$ cat src/rtl/soc_pkg.sv
`default_nettype none

package soc_pkg;

	// AXI response codes
	localparam logic [1:0] AXI_RESP_OKAY   = 2'b00;
	localparam logic [1:0] AXI_RESP_SLVERR = 2'b10;

	// Core-local timer region
	localparam logic [31:0] CLINT_BASE      = 32'h0200_0000;
	localparam logic [31:0] CLINT_SPAN_MASK = 32'h0000_FFFF;

	// Upper mtime word, the lower one sits at offset 0
	localparam logic [31:0] MTIME_HI_OFF    = 32'd4;

endpackage

`default_nettype wire

$ cat src/rtl/axi_xbar.sv
`timescale 1ns/1ps
`default_nettype none

module axi_xbar #(
	parameter int ADDR_LEN = 32,
	parameter int DATA_LEN = 32
) (
	input  wire                    clock,
	input  wire                    reset_i,
	// From the access controller
	input  wire                    ctl_arvalid_i,
	input  wire [ADDR_LEN-1:0]     ctl_araddr_i,
	input  wire [7:0]              ctl_arlen_i,
	input  wire [2:0]              ctl_arsize_i,
	output logic                   ctl_arready_o,
	output logic                   ctl_rvalid_o,
	output logic [DATA_LEN-1:0]    ctl_rdata_o,
	output logic [1:0]             ctl_rresp_o,
	output logic                   ctl_rlast_o,
	input  wire                    ctl_rready_i,
	input  wire                    ctl_awvalid_i,
	input  wire [ADDR_LEN-1:0]     ctl_awaddr_i,
	input  wire [2:0]              ctl_awsize_i,
	output logic                   ctl_awready_o,
	input  wire                    ctl_wvalid_i,
	input  wire [DATA_LEN-1:0]     ctl_wdata_i,
	input  wire [DATA_LEN/8-1:0]   ctl_wstrb_i,
	input  wire                    ctl_wlast_i,
	output logic                   ctl_wready_o,
	output logic                   ctl_bvalid_o,
	output logic [1:0]             ctl_bresp_o,
	input  wire                    ctl_bready_i,
	// External master port
	output logic                   io_master_arvalid_o,
	output logic [ADDR_LEN-1:0]    io_master_araddr_o,
	output logic [7:0]             io_master_arlen_o,
	output logic [2:0]             io_master_arsize_o,
	input  wire                    io_master_arready_i,
	input  wire                    io_master_rvalid_i,
	input  wire [DATA_LEN-1:0]     io_master_rdata_i,
	input  wire [1:0]              io_master_rresp_i,
	input  wire                    io_master_rlast_i,
	output logic                   io_master_rready_o,
	output logic                   io_master_awvalid_o,
	output logic [ADDR_LEN-1:0]    io_master_awaddr_o,
	output logic [2:0]             io_master_awsize_o,
	input  wire                    io_master_awready_i,
	output logic                   io_master_wvalid_o,
	output logic [DATA_LEN-1:0]    io_master_wdata_o,
	output logic [DATA_LEN/8-1:0]  io_master_wstrb_o,
	output logic                   io_master_wlast_o,
	input  wire                    io_master_wready_i,
	input  wire                    io_master_bvalid_i,
	input  wire [1:0]              io_master_bresp_i,
	output logic                   io_master_bready_o,
	// Timer read channel
	output logic                   clint_arvalid_o,
	output logic [ADDR_LEN-1:0]    clint_araddr_o,
	input  wire                    clint_arready_i,
	input  wire                    clint_rvalid_i,
	input  wire [DATA_LEN-1:0]     clint_rdata_i,
	input  wire [1:0]              clint_rresp_i,
	input  wire                    clint_rlast_i,
	output logic                   clint_rready_o
);

	logic ar_hit;
	logic rd_busy;
	logic rd_clint;
	logic ar_fire;
	logic r_fire;

	assign ar_hit = (ctl_araddr_i & ~ADDR_LEN'(soc_pkg::CLINT_SPAN_MASK))
		== ADDR_LEN'(soc_pkg::CLINT_BASE);

	// Only one read in flight, new ar waits for the last beat
	assign clint_arvalid_o     = ctl_arvalid_i && !rd_busy && ar_hit;
	assign clint_araddr_o      = ctl_araddr_i;
	assign io_master_arvalid_o = ctl_arvalid_i && !rd_busy && !ar_hit;
	assign io_master_araddr_o  = ctl_araddr_i;
	assign io_master_arlen_o   = ctl_arlen_i;
	assign io_master_arsize_o  = ctl_arsize_i;
	assign ctl_arready_o       = !rd_busy && (ar_hit ? clint_arready_i : io_master_arready_i);
	assign ar_fire             = ctl_arvalid_i && ctl_arready_o;

	always_comb begin
		ctl_rvalid_o = 1'b0;
		ctl_rdata_o  = io_master_rdata_i;
		ctl_rresp_o  = soc_pkg::AXI_RESP_SLVERR;
		ctl_rlast_o  = 1'b0;
		if (rd_busy && rd_clint) begin
			ctl_rvalid_o = clint_rvalid_i;
			ctl_rdata_o  = clint_rdata_i;
			ctl_rresp_o  = clint_rresp_i;
			ctl_rlast_o  = clint_rlast_i;
		end else if (rd_busy) begin
			ctl_rvalid_o = io_master_rvalid_i;
			ctl_rresp_o  = io_master_rresp_i;
			ctl_rlast_o  = io_master_rlast_i;
		end
	end

	assign io_master_rready_o = rd_busy && !rd_clint && ctl_rready_i;
	assign clint_rready_o     = rd_busy && rd_clint && ctl_rready_i;
	assign r_fire             = ctl_rvalid_o && ctl_rready_i;

	always_ff @(posedge clock) begin
		if (reset_i) begin
			rd_busy  <= 1'b0;
			rd_clint <= 1'b0;
		end else if (ar_fire) begin
			rd_busy  <= 1'b1;
			rd_clint <= ar_hit;
		end else if (r_fire && ctl_rlast_o) begin
			rd_busy <= 1'b0;
		end
	end

	// Writes always leave through the external port
	assign io_master_awvalid_o = ctl_awvalid_i;
	assign io_master_awaddr_o  = ctl_awaddr_i;
	assign io_master_awsize_o  = ctl_awsize_i;
	assign ctl_awready_o       = io_master_awready_i;
	assign io_master_wvalid_o  = ctl_wvalid_i;
	assign io_master_wdata_o   = ctl_wdata_i;
	assign io_master_wstrb_o   = ctl_wstrb_i;
	assign io_master_wlast_o   = ctl_wlast_i;
	assign ctl_wready_o        = io_master_wready_i;
	assign ctl_bvalid_o        = io_master_bvalid_i;
	assign ctl_bresp_o         = io_master_bresp_i;
	assign io_master_bready_o  = ctl_bready_i;

endmodule

`default_nettype wire

$ cat src/rtl/clint_timer.sv
`timescale 1ns/1ps
`default_nettype none

module clint_timer #(
	parameter int ADDR_LEN = 32,
	parameter int DATA_LEN = 32
) (
	input  wire                  clock,
	input  wire                  reset_i,
	input  wire                  clint_arvalid_i,
	input  wire [ADDR_LEN-1:0]   clint_araddr_i,
	output logic                 clint_arready_o,
	output logic                 clint_rvalid_o,
	output logic [DATA_LEN-1:0]  clint_rdata_o,
	output logic [1:0]           clint_rresp_o,
	output logic                 clint_rlast_o,
	input  wire                  clint_rready_i
);

	logic [2*DATA_LEN-1:0] mtime;
	logic [ADDR_LEN-1:0]   rd_off;
	logic                  ar_fire;

	assign rd_off = (clint_araddr_i - ADDR_LEN'(soc_pkg::CLINT_BASE))
		& ADDR_LEN'(soc_pkg::CLINT_SPAN_MASK);

	assign clint_arready_o = !clint_rvalid_o;
	assign ar_fire         = clint_arvalid_i && clint_arready_o;
	assign clint_rresp_o   = soc_pkg::AXI_RESP_OKAY;
	assign clint_rlast_o   = clint_rvalid_o;

	// Free-running cycle counter
	always_ff @(posedge clock) begin
		if (reset_i) begin
			mtime <= '0;
		end else begin
			mtime <= mtime + 1'b1;
		end
	end

	always_ff @(posedge clock) begin
		if (reset_i) begin
			clint_rvalid_o <= 1'b0;
		end else if (ar_fire) begin
			clint_rvalid_o <= 1'b1;
		end else if (clint_rready_i) begin
			clint_rvalid_o <= 1'b0;
		end
	end

	// Any offset but the high one returns the low word
	always_ff @(posedge clock) begin
		if (ar_fire) begin
			if (rd_off == ADDR_LEN'(soc_pkg::MTIME_HI_OFF)) begin
				clint_rdata_o <= mtime[2*DATA_LEN-1:DATA_LEN];
			end else begin
				clint_rdata_o <= mtime[DATA_LEN-1:0];
			end
		end
	end

endmodule

`default_nettype wire

$ cat src/rtl/mem_access_ctl.sv
`timescale 1ns/1ps
`default_nettype none

module mem_access_ctl #(
	parameter int ADDR_LEN = 32,
	parameter int DATA_LEN = 32
) (
	input  wire                    clock,
	input  wire                    reset_i,
	// Instruction fetch
	input  wire                    inst_psel_i,
	input  wire [ADDR_LEN-1:0]     inst_paddr_i,
	input  wire [7:0]              inst_plen_i,
	input  wire [2:0]              inst_psize_i,
	output logic                   inst_pvalid_o,
	output logic [DATA_LEN-1:0]    inst_prdata_o,
	output logic                   inst_plast_o,
	output logic [1:0]             inst_presp_o,
	// Data read
	input  wire                    data_prsel_i,
	input  wire [ADDR_LEN-1:0]     data_praddr_i,
	input  wire [2:0]              data_prsize_i,
	output logic                   data_prvalid_o,
	output logic [DATA_LEN-1:0]    data_prdata_o,
	output logic [1:0]             data_prresp_o,
	// Data write
	input  wire                    data_pwsel_i,
	input  wire [ADDR_LEN-1:0]     data_pwaddr_i,
	input  wire [DATA_LEN-1:0]     data_pwdata_i,
	input  wire [DATA_LEN/8-1:0]   data_pwstrb_i,
	input  wire [2:0]              data_pwsize_i,
	output logic                   data_pwrdy_o,
	output logic [1:0]             data_pwresp_o,
	// AXI master
	output logic                   ctl_arvalid_o,
	output logic [ADDR_LEN-1:0]    ctl_araddr_o,
	output logic [7:0]             ctl_arlen_o,
	output logic [2:0]             ctl_arsize_o,
	input  wire                    ctl_arready_i,
	input  wire                    ctl_rvalid_i,
	input  wire [DATA_LEN-1:0]     ctl_rdata_i,
	input  wire [1:0]              ctl_rresp_i,
	input  wire                    ctl_rlast_i,
	output logic                   ctl_rready_o,
	output logic                   ctl_awvalid_o,
	output logic [ADDR_LEN-1:0]    ctl_awaddr_o,
	output logic [2:0]             ctl_awsize_o,
	input  wire                    ctl_awready_i,
	output logic                   ctl_wvalid_o,
	output logic [DATA_LEN-1:0]    ctl_wdata_o,
	output logic [DATA_LEN/8-1:0]  ctl_wstrb_o,
	output logic                   ctl_wlast_o,
	input  wire                    ctl_wready_i,
	input  wire                    ctl_bvalid_i,
	input  wire [1:0]              ctl_bresp_i,
	output logic                   ctl_bready_o
);

	localparam logic [2:0] S_IDLE  = 3'd0;
	localparam logic [2:0] S_RADDR = 3'd1;
	localparam logic [2:0] S_RDATA = 3'd2;
	localparam logic [2:0] S_WADDR = 3'd3;
	localparam logic [2:0] S_WRESP = 3'd4;
	localparam logic [2:0] S_DONE  = 3'd5;

	logic [2:0]            state;
	logic                  own_inst;
	logic                  aw_done;
	logic                  w_done;
	logic [ADDR_LEN-1:0]   req_addr;
	logic [7:0]            req_len;
	logic [2:0]            req_size;
	logic [DATA_LEN-1:0]   req_wdata;
	logic [DATA_LEN/8-1:0] req_wstrb;
	logic                  ar_fire;
	logic                  r_fire;
	logic                  aw_fire;
	logic                  w_fire;
	logic                  b_fire;

	assign ctl_arvalid_o = (state == S_RADDR);
	assign ctl_araddr_o  = req_addr;
	assign ctl_arlen_o   = req_len;
	assign ctl_arsize_o  = req_size;
	assign ctl_rready_o  = (state == S_RDATA);
	assign ctl_awvalid_o = (state == S_WADDR) && !aw_done;
	assign ctl_awaddr_o  = req_addr;
	assign ctl_awsize_o  = req_size;
	assign ctl_wvalid_o  = (state == S_WADDR) && !w_done;
	assign ctl_wdata_o   = req_wdata;
	assign ctl_wstrb_o   = req_wstrb;
	assign ctl_wlast_o   = 1'b1;
	assign ctl_bready_o  = (state == S_WRESP);

	assign ar_fire = ctl_arvalid_o && ctl_arready_i;
	assign r_fire  = ctl_rvalid_i && ctl_rready_o;
	assign aw_fire = ctl_awvalid_o && ctl_awready_i;
	assign w_fire  = ctl_wvalid_o && ctl_wready_i;
	assign b_fire  = ctl_bvalid_i && ctl_bready_o;

	// Write beats read, read beats fetch
	always_ff @(posedge clock) begin
		if (reset_i) begin
			state    <= S_IDLE;
			own_inst <= 1'b0;
			aw_done  <= 1'b0;
			w_done   <= 1'b0;
		end else begin
			case (state)
				S_IDLE: begin
					aw_done <= 1'b0;
					w_done  <= 1'b0;
					if (data_pwsel_i) begin
						state <= S_WADDR;
					end else if (data_prsel_i) begin
						state    <= S_RADDR;
						own_inst <= 1'b0;
					end else if (inst_psel_i) begin
						state    <= S_RADDR;
						own_inst <= 1'b1;
					end
				end
				S_RADDR: begin
					if (ar_fire) begin
						state <= S_RDATA;
					end
				end
				S_RDATA: begin
					if (r_fire && ctl_rlast_i) begin
						state <= S_DONE;
					end
				end
				S_WADDR: begin
					if (aw_fire) begin
						aw_done <= 1'b1;
					end
					if (w_fire) begin
						w_done <= 1'b1;
					end
					if ((aw_done || aw_fire) && (w_done || w_fire)) begin
						state <= S_WRESP;
					end
				end
				S_WRESP: begin
					if (b_fire) begin
						state <= S_DONE;
					end
				end
				// Requester drops sel during this cycle
				default: state <= S_IDLE;
			endcase
		end
	end

	always_ff @(posedge clock) begin
		if (state == S_IDLE) begin
			req_wdata <= data_pwdata_i;
			req_wstrb <= data_pwstrb_i;
			if (data_pwsel_i) begin
				req_addr <= data_pwaddr_i;
				req_size <= data_pwsize_i;
				req_len  <= 8'd0;
			end else if (data_prsel_i) begin
				req_addr <= data_praddr_i;
				req_size <= data_prsize_i;
				req_len  <= 8'd0;
			end else begin
				req_addr <= inst_paddr_i;
				req_size <= inst_psize_i;
				req_len  <= inst_plen_i;
			end
		end
	end

	// One pulse per beat, one cycle after the transfer
	always_ff @(posedge clock) begin
		if (reset_i) begin
			inst_pvalid_o  <= 1'b0;
			inst_plast_o   <= 1'b0;
			data_prvalid_o <= 1'b0;
			data_pwrdy_o   <= 1'b0;
			inst_presp_o   <= soc_pkg::AXI_RESP_OKAY;
			data_prresp_o  <= soc_pkg::AXI_RESP_OKAY;
			data_pwresp_o  <= soc_pkg::AXI_RESP_OKAY;
		end else begin
			inst_pvalid_o  <= r_fire && own_inst;
			inst_plast_o   <= r_fire && own_inst && ctl_rlast_i;
			data_prvalid_o <= r_fire && !own_inst;
			data_pwrdy_o   <= b_fire;
			if (r_fire && own_inst) begin
				inst_presp_o <= ctl_rresp_i;
			end
			if (r_fire && !own_inst) begin
				data_prresp_o <= ctl_rresp_i;
			end
			if (b_fire) begin
				data_pwresp_o <= ctl_bresp_i;
			end
		end
	end

	always_ff @(posedge clock) begin
		if (r_fire && own_inst) begin
			inst_prdata_o <= ctl_rdata_i;
		end
		if (r_fire && !own_inst) begin
			data_prdata_o <= ctl_rdata_i;
		end
	end

endmodule

`default_nettype wire

$ cat src/rtl/mem_subsys_top.sv
`timescale 1ns/1ps
`default_nettype none

module mem_subsys_top #(
	parameter int ADDR_LEN = 32,
	parameter int DATA_LEN = 32
) (
	input  wire                    clock,
	input  wire                    reset_i,
	// CPU instruction port
	input  wire                    inst_psel_i,
	input  wire [ADDR_LEN-1:0]     inst_paddr_i,
	input  wire [7:0]              inst_plen_i,
	input  wire [2:0]              inst_psize_i,
	output logic                   inst_pvalid_o,
	output logic [DATA_LEN-1:0]    inst_prdata_o,
	output logic                   inst_plast_o,
	output logic [1:0]             inst_presp_o,
	// CPU data ports
	input  wire                    data_prsel_i,
	input  wire [ADDR_LEN-1:0]     data_praddr_i,
	input  wire [2:0]              data_prsize_i,
	output logic                   data_prvalid_o,
	output logic [DATA_LEN-1:0]    data_prdata_o,
	output logic [1:0]             data_prresp_o,
	input  wire                    data_pwsel_i,
	input  wire [ADDR_LEN-1:0]     data_pwaddr_i,
	input  wire [DATA_LEN-1:0]     data_pwdata_i,
	input  wire [DATA_LEN/8-1:0]   data_pwstrb_i,
	input  wire [2:0]              data_pwsize_i,
	output logic                   data_pwrdy_o,
	output logic [1:0]             data_pwresp_o,
	// External master port
	output logic                   io_master_arvalid_o,
	output logic [ADDR_LEN-1:0]    io_master_araddr_o,
	output logic [7:0]             io_master_arlen_o,
	output logic [2:0]             io_master_arsize_o,
	input  wire                    io_master_arready_i,
	input  wire                    io_master_rvalid_i,
	input  wire [DATA_LEN-1:0]     io_master_rdata_i,
	input  wire [1:0]              io_master_rresp_i,
	input  wire                    io_master_rlast_i,
	output logic                   io_master_rready_o,
	output logic                   io_master_awvalid_o,
	output logic [ADDR_LEN-1:0]    io_master_awaddr_o,
	output logic [2:0]             io_master_awsize_o,
	input  wire                    io_master_awready_i,
	output logic                   io_master_wvalid_o,
	output logic [DATA_LEN-1:0]    io_master_wdata_o,
	output logic [DATA_LEN/8-1:0]  io_master_wstrb_o,
	output logic                   io_master_wlast_o,
	input  wire                    io_master_wready_i,
	input  wire                    io_master_bvalid_i,
	input  wire [1:0]              io_master_bresp_i,
	output logic                   io_master_bready_o
);

	// Controller to crossbar
	logic                  ctl_arvalid;
	logic [ADDR_LEN-1:0]   ctl_araddr;
	logic [7:0]            ctl_arlen;
	logic [2:0]            ctl_arsize;
	logic                  ctl_arready;
	logic                  ctl_rvalid;
	logic [DATA_LEN-1:0]   ctl_rdata;
	logic [1:0]            ctl_rresp;
	logic                  ctl_rlast;
	logic                  ctl_rready;
	logic                  ctl_awvalid;
	logic [ADDR_LEN-1:0]   ctl_awaddr;
	logic [2:0]            ctl_awsize;
	logic                  ctl_awready;
	logic                  ctl_wvalid;
	logic [DATA_LEN-1:0]   ctl_wdata;
	logic [DATA_LEN/8-1:0] ctl_wstrb;
	logic                  ctl_wlast;
	logic                  ctl_wready;
	logic                  ctl_bvalid;
	logic [1:0]            ctl_bresp;
	logic                  ctl_bready;

	// Crossbar to timer
	logic                  clint_arvalid;
	logic [ADDR_LEN-1:0]   clint_araddr;
	logic                  clint_arready;
	logic                  clint_rvalid;
	logic [DATA_LEN-1:0]   clint_rdata;
	logic [1:0]            clint_rresp;
	logic                  clint_rlast;
	logic                  clint_rready;

	mem_access_ctl #(
		.ADDR_LEN (ADDR_LEN),
		.DATA_LEN (DATA_LEN)
	) u_mem_access_ctl (
		.*,
		.ctl_arvalid_o (ctl_arvalid),
		.ctl_araddr_o  (ctl_araddr),
		.ctl_arlen_o   (ctl_arlen),
		.ctl_arsize_o  (ctl_arsize),
		.ctl_arready_i (ctl_arready),
		.ctl_rvalid_i  (ctl_rvalid),
		.ctl_rdata_i   (ctl_rdata),
		.ctl_rresp_i   (ctl_rresp),
		.ctl_rlast_i   (ctl_rlast),
		.ctl_rready_o  (ctl_rready),
		.ctl_awvalid_o (ctl_awvalid),
		.ctl_awaddr_o  (ctl_awaddr),
		.ctl_awsize_o  (ctl_awsize),
		.ctl_awready_i (ctl_awready),
		.ctl_wvalid_o  (ctl_wvalid),
		.ctl_wdata_o   (ctl_wdata),
		.ctl_wstrb_o   (ctl_wstrb),
		.ctl_wlast_o   (ctl_wlast),
		.ctl_wready_i  (ctl_wready),
		.ctl_bvalid_i  (ctl_bvalid),
		.ctl_bresp_i   (ctl_bresp),
		.ctl_bready_o  (ctl_bready)
	);

	axi_xbar #(
		.ADDR_LEN (ADDR_LEN),
		.DATA_LEN (DATA_LEN)
	) u_axi_xbar (
		.*,
		.ctl_arvalid_i   (ctl_arvalid),
		.ctl_araddr_i    (ctl_araddr),
		.ctl_arlen_i     (ctl_arlen),
		.ctl_arsize_i    (ctl_arsize),
		.ctl_arready_o   (ctl_arready),
		.ctl_rvalid_o    (ctl_rvalid),
		.ctl_rdata_o     (ctl_rdata),
		.ctl_rresp_o     (ctl_rresp),
		.ctl_rlast_o     (ctl_rlast),
		.ctl_rready_i    (ctl_rready),
		.ctl_awvalid_i   (ctl_awvalid),
		.ctl_awaddr_i    (ctl_awaddr),
		.ctl_awsize_i    (ctl_awsize),
		.ctl_awready_o   (ctl_awready),
		.ctl_wvalid_i    (ctl_wvalid),
		.ctl_wdata_i     (ctl_wdata),
		.ctl_wstrb_i     (ctl_wstrb),
		.ctl_wlast_i     (ctl_wlast),
		.ctl_wready_o    (ctl_wready),
		.ctl_bvalid_o    (ctl_bvalid),
		.ctl_bresp_o     (ctl_bresp),
		.ctl_bready_i    (ctl_bready),
		.clint_arvalid_o (clint_arvalid),
		.clint_araddr_o  (clint_araddr),
		.clint_arready_i (clint_arready),
		.clint_rvalid_i  (clint_rvalid),
		.clint_rdata_i   (clint_rdata),
		.clint_rresp_i   (clint_rresp),
		.clint_rlast_i   (clint_rlast),
		.clint_rready_o  (clint_rready)
	);

	clint_timer #(
		.ADDR_LEN (ADDR_LEN),
		.DATA_LEN (DATA_LEN)
	) u_clint_timer (
		.clock           (clock),
		.reset_i         (reset_i),
		.clint_arvalid_i (clint_arvalid),
		.clint_araddr_i  (clint_araddr),
		.clint_arready_o (clint_arready),
		.clint_rvalid_o  (clint_rvalid),
		.clint_rdata_o   (clint_rdata),
		.clint_rresp_o   (clint_rresp),
		.clint_rlast_o   (clint_rlast),
		.clint_rready_i  (clint_rready)
	);

endmodule

`default_nettype wire

$ cat config.mk
export PLATFORM = sky130hd
export DESIGN_NAME = mem_subsys_top
export DESIGN_NICKNAME = d
export VERILOG_FILES = /design/src/rtl/soc_pkg.sv /design/src/rtl/axi_xbar.sv /design/src/rtl/clint_timer.sv /design/src/rtl/mem_access_ctl.sv /design/src/rtl/mem_subsys_top.sv
export SDC_FILE = /design/constraint.sdc
export NUM_CORES = 1
export LEC_CHECK = 0
export BUFFER_PORTS_ARGS = -buffer_cell sky130_fd_sc_hd__buf_2
export CAP_MARGIN = 20
export CORE_ASPECT_RATIO = 0.75
export CORE_MARGIN = 4
export CORE_UTILIZATION = 50
export DETAILED_ROUTE_END_ITERATION = 16
export PLACE_DENSITY = 0.77
export RECOVER_POWER = 50
export SYNTH_ARGS = -nofsm -noshare
export SYNTH_HDL_FRONTEND = slang
export SYNTH_SLANG_ARGS = --single-unit
$ cat constraint.sdc
create_clock -name clock -period 4.45 [get_ports clock]
set_input_delay 0.6675 -clock clock [delete_from_list [all_inputs] [get_ports clock]]
set_output_delay 0.6675 -clock clock [all_outputs]
set_load 0.005 [all_outputs]
# ---- Word level (Yosys, flattened, before mapping)
# Index checks and enable logic that the tools add are counted.
dict set report word_totals {
  out_inout_bits 194
  wordCells 110
  inputBits 196
  register_bits 258
}
dict set report op_classes {
  muxes 31
  eq_ne 13
  reduce_logical 40
  n_addsub 2
  bitwise_logic 1
}
# cell count
set op_table {}
lappend op_table {{2-to-1 mux 32 bit} 4}
lappend op_table {{adder 64 x 1 -> 64 bit, second input constant} 1}
lappend op_table {{2-to-1 mux 3 bit} 9}
lappend op_table {{logical AND 1 bit} 21}
lappend op_table {{equality test 16 x 10 -> 1 bit, second input constant} 1}
lappend op_table {{equality test 16 x 3 -> 1 bit, second input constant} 1}
lappend op_table {{subtractor 16 x 1 -> 16 bit, second input constant} 1}
lappend op_table {{case mux 3 bit (5 select lines)} 1}
lappend op_table {{2-to-1 mux 1 bit} 13}
lappend op_table {{!= test 2 bit, second input constant} 4}
lappend op_table {{nonzero test 2 bit} 4}
lappend op_table {{logical NOT 1 bit} 7}
lappend op_table {{equality test 3 x 2 -> 1 bit, second input constant} 2}
lappend op_table {{AND reduction 5 bit} 1}
lappend op_table {{2-to-1 mux 2 bit} 2}
lappend op_table {{!= test 2 x 1 -> 1 bit, second input constant} 2}
lappend op_table {{!= test 4 bit, second input constant} 1}
lappend op_table {{case mux 1 bit (2 select lines)} 2}
lappend op_table {{AND reduction 2 bit} 2}
lappend op_table {{equality test 3 x 1 -> 1 bit, second input constant} 1}
lappend op_table {{equality test 3 bit, second input constant} 1}
lappend op_table {{logical NOT 3 bit} 1}
lappend op_table {{AND reduction 3 bit} 1}
lappend op_table {{logical OR 1 bit} 2}
lappend op_table {{other kinds (2)} 2}

# ---- Depth between registers and ports, before layout
dict set report logic_depth {
  depth_word 7
  mapped_depth 8
  ltp_nobuf 6
}

# ---- Cells and area by module
# Synthesis repeated with hierarchy kept, for this count alone.
dict set report unflattened {
  cells_unflattened 1063
  hier_area_um2 12343.1
}
# mod area_per_inst_um2 instances seq_area_each_um2 cells_each
set modules_own_cells {}
lappend modules_own_cells {mem_access_ctl 6044.5 1 4614.4 387}
lappend modules_own_cells {clint_timer 4479.3 1 2262.2 450}
lappend modules_own_cells {axi_xbar 1819.2 1 40.0 226}

# ---- Least setup slack after synthesis
# OpenSTA, ideal clock, no wires.
dict set report synth_timing {
  kind {input port to flip-flop}
  from {in io_master_rvalid_i}
  to {reg u_mem_access_ctl.data_prresp_o[0]}
  required_ns 4.322
  path_stages 4
  setup_slack_ns 0.720
  arrival_ns 3.602
  n_path_buf 0
  setup_ns 0.128
  path_cell_list {mux2i_1 > nor3_1 > mux2i_1 > nor2_1}
}
dict set report synth_between {
  elab_chain_cells 4
}
# item line_no
set synth_lines {}
lappend synth_lines {{from (decl)} mem_subsys_top.sv:39} ;# input wire io_master_rvalid_i,
lappend synth_lines {{2-to-1 mux 1 bit} axi_xbar.sv:96} ;# end else if (rd_busy) begin
lappend synth_lines {{2-to-1 mux 1 bit} axi_xbar.sv:91} ;# if (rd_busy && rd_clint) begin
lappend synth_lines {{logical AND 1 bit} mem_access_ctl.sv:96} ;# assign r_fire = ctl_rvalid_i && ctl_rready_o;
lappend synth_lines {{logical AND 1 bit} mem_access_ctl.sv:193} ;# if (r_fire && !own_inst) begin
lappend synth_lines {{to (signal assigned)} mem_access_ctl.sv:183} ;# data_prresp_o <= soc_pkg::AXI_RESP_OKAY;
lappend synth_lines {{to (signal assigned)} mem_access_ctl.sv:194} ;# data_prresp_o <= ctl_rresp_i;
lappend synth_lines {{to (decl)} mem_access_ctl.sv:25} ;# output logic [1:0] data_prresp_o,
# Every way passes these cells.
# A chain may end at the register's enable or synchronous reset.

# ---- Worst setup path after layout
dict set report layout_timing {
  from {reg u_mem_access_ctl.state[2]}
  to {reg u_mem_access_ctl.req_addr[9] (netlist: u_mem_access_ctl.ctl_araddr_o[9]), enable pin}
}
dict set report layout_between {
  elab_chain_cells 1
}
# item line_no
set layout_lines {}
lappend layout_lines {{from (decl)} mem_access_ctl.sv:66} ;# logic [2:0] state;
lappend layout_lines {{from (signal assigned)} mem_access_ctl.sv:104} ;# state <= S_IDLE;
lappend layout_lines {{from (signal assigned)} mem_access_ctl.sv:114} ;# state <= S_WADDR;
lappend layout_lines {{from (signal assigned)} mem_access_ctl.sv:116} ;# state <= S_RADDR;
lappend layout_lines {{logical NOT 3 bit} mem_access_ctl.sv:156} ;# if (state == S_IDLE) begin
lappend layout_lines {{to (signal assigned)} mem_access_ctl.sv:160} ;# req_addr <= data_pwaddr_i;
lappend layout_lines {{to (signal assigned)} mem_access_ctl.sv:164} ;# req_addr <= data_praddr_i;
lappend layout_lines {{to (signal assigned)} mem_access_ctl.sv:168} ;# req_addr <= inst_paddr_i;
lappend layout_lines {{to (decl)} mem_access_ctl.sv:70} ;# logic [ADDR_LEN-1:0] req_addr;
# Every way passes these cells.

==> metrics.txt <==
root buffer cell clkbuf_16; worst-margin pin slew 2.26 ns; Syn Nets 1074; Placer Congestion 0.887; area of the die 0.0243 mm^2; Setup violations, final 0; Hold WS 0.308 ns; VDD IR max 0.000273 V; effective utilization at floorplan 0.513; Seq/Total Area, Yosys 0.632; Clock Path Buffers 3; Arr. time, crit path 3.72 ns; Tmin final 3.57 ns; Synthesis Warnings 0; total negative slack 0 ns; Slew Limit Fails 162; Vias 8217; 1st-iter DRT viols 569; CTS Buf Count 25; Post-synth EDFFs 175; ANT cells 0; max_slew headroom -0.506; internal cell power 4.79 mW; Cells after Synth 877; Row Count 46; min-delay worst type primary input to flop; RSZ-0062 raised after global routing no; GRT Residual Overflow 0; final core occ 0.639; first-pass GRT wire length 44000 um; share of cells above drive strength 1 0.308; area of the multi-input gates 0.00357 mm^2; Synth Area per Inst 12.5 um^2; post-CTS setup buffers 0; Fillers 1679; CTS HTree Levels 1; critical path class flop to flop; Fin. Hold Viols 0; CP required 4.61 ns; leading area contributor after synthesis edfxtp_1; largest cells by area after synthesis edfxtp_1, dfxtp_1, mux2_2; period utilization 0.801; Post-Route WL 29200 um; Post-synth ARST share 0; die width 179 um; Wirelength per Cell 19.0 um; combinational power share 0.166; clock network fraction of total power 0.331; nets@finish 1426; PD cells 483 mW/mm^2; post-synth design cell area 0.0109 mm^2; Max Cap Viol 4; Max Clk Rate 0.280 GHz; net switching power 1.81 mW; Sw Ratio 0.274; Gates resized, CTS repair 0; Via-to-Cell Ratio 5.35; Routed Antenna Nets 0; Startpoint Class flop; failing checks max-capacitance violations, max-slew violations; initial antenna violation count 1; Seq pwr share 0.503; Leak 5.35 nW; Die Ht 136 um; Clock Sinks 258; Setup crit end kind flop; top cell type's share of synthesized area 0.480; IO buf count 388; Register Area 0.00692 mm^2; I/O pins 390; clock transition at the registers of the reported paths 0.06 ns; Clock Latency Late Sink 0.54 ns; Layout area overhead 24.7%; clock skew 0.0224 ns; cts hold-fix bufs 0; pin count of the biggest net entering global routing 74; CTS tree done; core area 0.0214 mm^2; post-synthesis cell type count 47; total track usage 0.232; crit path max fanout 42; status complete, but fails checks; vias in the first global route 7802; top_reg_cell synth edfxtp_1; detailed placer's ending HPWL 22000 um; #FFs+latches synth 258; Post-route DRC 0; iteration count of the initial detailed-routing pass 7
power groups by stage:
| stage | registers, mW | clock network [mW] | logic, mW |
|---|---|---|---|
| CTS | 3.31 | 2.22 | 1.16 |
| detailed placement | 3.35 | 0 | 1.16 |
| floorplan | 3.34 | 0 | 0.566 |
| global placement | 3.33 | 0 | 1.14 |
| global route | 3.36 | 2.34 | 1.20 |
| finish | 3.32 | 2.18 | 1.09 |
critical path, stage by stage (launching register included):
cell	delay, ns
dfxtp_1	0.38
or3_1	0.47
clkinv_1	0.07
clkbuf_1	1.60
buf_4	0.67
worst paths after layout:
check                                                        from                                 to  slack, ns  cells past startpoint
worst min-delay path                            data_pwdata_i[23]   u_mem_access_ctl.ctl_wdata_o[23]       0.31                      1
worst max register to register          u_mem_access_ctl.state[2]   u_mem_access_ctl.ctl_araddr_o[9]       0.88                      4
worst min register to register  u_mem_access_ctl.data_pwresp_o[1]  u_mem_access_ctl.data_pwresp_o[1]       0.46                      2
worst max-delay path                    u_mem_access_ctl.state[2]   u_mem_access_ctl.ctl_araddr_o[9]       0.88                      4
logic make-up (layout without fill, tap and decap cells):
kind of cell	Yosys count	after routing	synth area share
other	1	1	0.000343
flip-flops	258	258	0.632
XOR/XNOR	30	30	0.0240
AND/OR/NAND/NOR	275	275	0.136
multiplexers	102	102	0.100
buffers and inverters	85	456	0.0421
AO/OA/AOI/OAI	125	125	0.0639
adder cells (fa/ha/maj)	1	1	0.00114
metal layers:
metal / track usage / wire [um] / share of wire / up-vias
met3: 0.0442 / 2660 / 0.091 / 49
met4: 0.0609 / 761 / 0.026 / 2
met2: 0.377 / 13600 / 0.47 / 381
met5: 0 / 14 / 0.00048 / -
li1: - / - / - / 3938
met1: 0.322 / 12200 / 0.42 / 3847
per-stage QoR:
stage	cell area (um^2)	power, mW	instances	worst slack [ns]
2_1_floorplan	10900	3.90	877	0.720
5_1_grt	13600	6.89	1536	0.598
3_5_place_dp	12900	4.51	1490	1.52
6_report	13600	6.59	1536	0.884
3_3_place_gp	12900	4.47	1490	1.60
4_1_cts	13800	6.69	1536	1.48
synth_stat cells, types with 2 or more instances:
master     number
edfxtp_1      175
dfxtp_1        83
nand2_1        69
mux2_2         61
o21ai_0        56
nor2_1         51
a21oi_1        42
mux2i_1        41
buf_4          36
nand3_1        28
clkbuf_1       26
nand4_1        24
xor2_1         24
or3_1          16
o31ai_1        15
or4_1          15
and2_1         13
and3_1         11
inv_1          10
nor4_1         10
buf_1           8
nor3_1          8
and4_1          6
xnor2_1         6
buf_2           5
nor3b_1         5
nand4_2         4
nand3b_1        3
nand4bb_1       3
a2111oi_0       2
nand2b_1        2
nor2b_1         2
nor4b_1         2
o211ai_1        2
flip-flops by register name, indices dropped and copies added, names as in the netlist, 2 cells and up:
signal                          count
u_clint_timer.mtime                64
u_clint_timer.clint_rdata_o        32
u_mem_access_ctl.ctl_araddr_o      32
u_mem_access_ctl.ctl_wdata_o       32
u_mem_access_ctl.data_prdata_o     32
u_mem_access_ctl.inst_prdata_o     32
u_mem_access_ctl.ctl_arlen_o        8
u_mem_access_ctl.ctl_wstrb_o        4
u_mem_access_ctl.ctl_arsize_o       3
u_mem_access_ctl.state              3
u_mem_access_ctl.data_prresp_o      2
u_mem_access_ctl.data_pwresp_o      2
u_mem_access_ctl.inst_presp_o       2
placed cells by master (no fill, tap or decap), types with 3 or more instances in the layout:
cell type   instances
clkinvlp_4          4
nor4_1             10
nor3b_1             5
xor2_1             24
mux2_1             29
and2_1              7
buf_4               9
bufinv_16           4
and3_1             11
o31ai_1            15
buf_1               3
edfxtp_1          175
clkinv_1            3
mux2i_1            41
nand4_1            24
or4_1              15
nand4_2             4
o21ai_0            56
a21oi_1            42
and4_1              6
clkbuf_1           97
nor2_1             51
mux2_2             32
nand4bb_1           3
buf_2             298
or3_1              16
xnor2_1             6
nand3b_1            3
clkbuf_16          25
nor3_1              7
nand2_1            69
and2_0              6
dfxtp_1            83
inv_1               9
nand3_1            28
layout make-up:
class                           instances  area share
Multi-Input combinational cell        534       0.262
Tap cell                              288      0.0264
Sequential cell                       258       0.507
Clock buffer                           32      0.0478
Timing Repair Buffer                  400       0.140
Inverter                               10     0.00275
Clock inverter                         14      0.0144
Power figures use the tool's default switching activity.
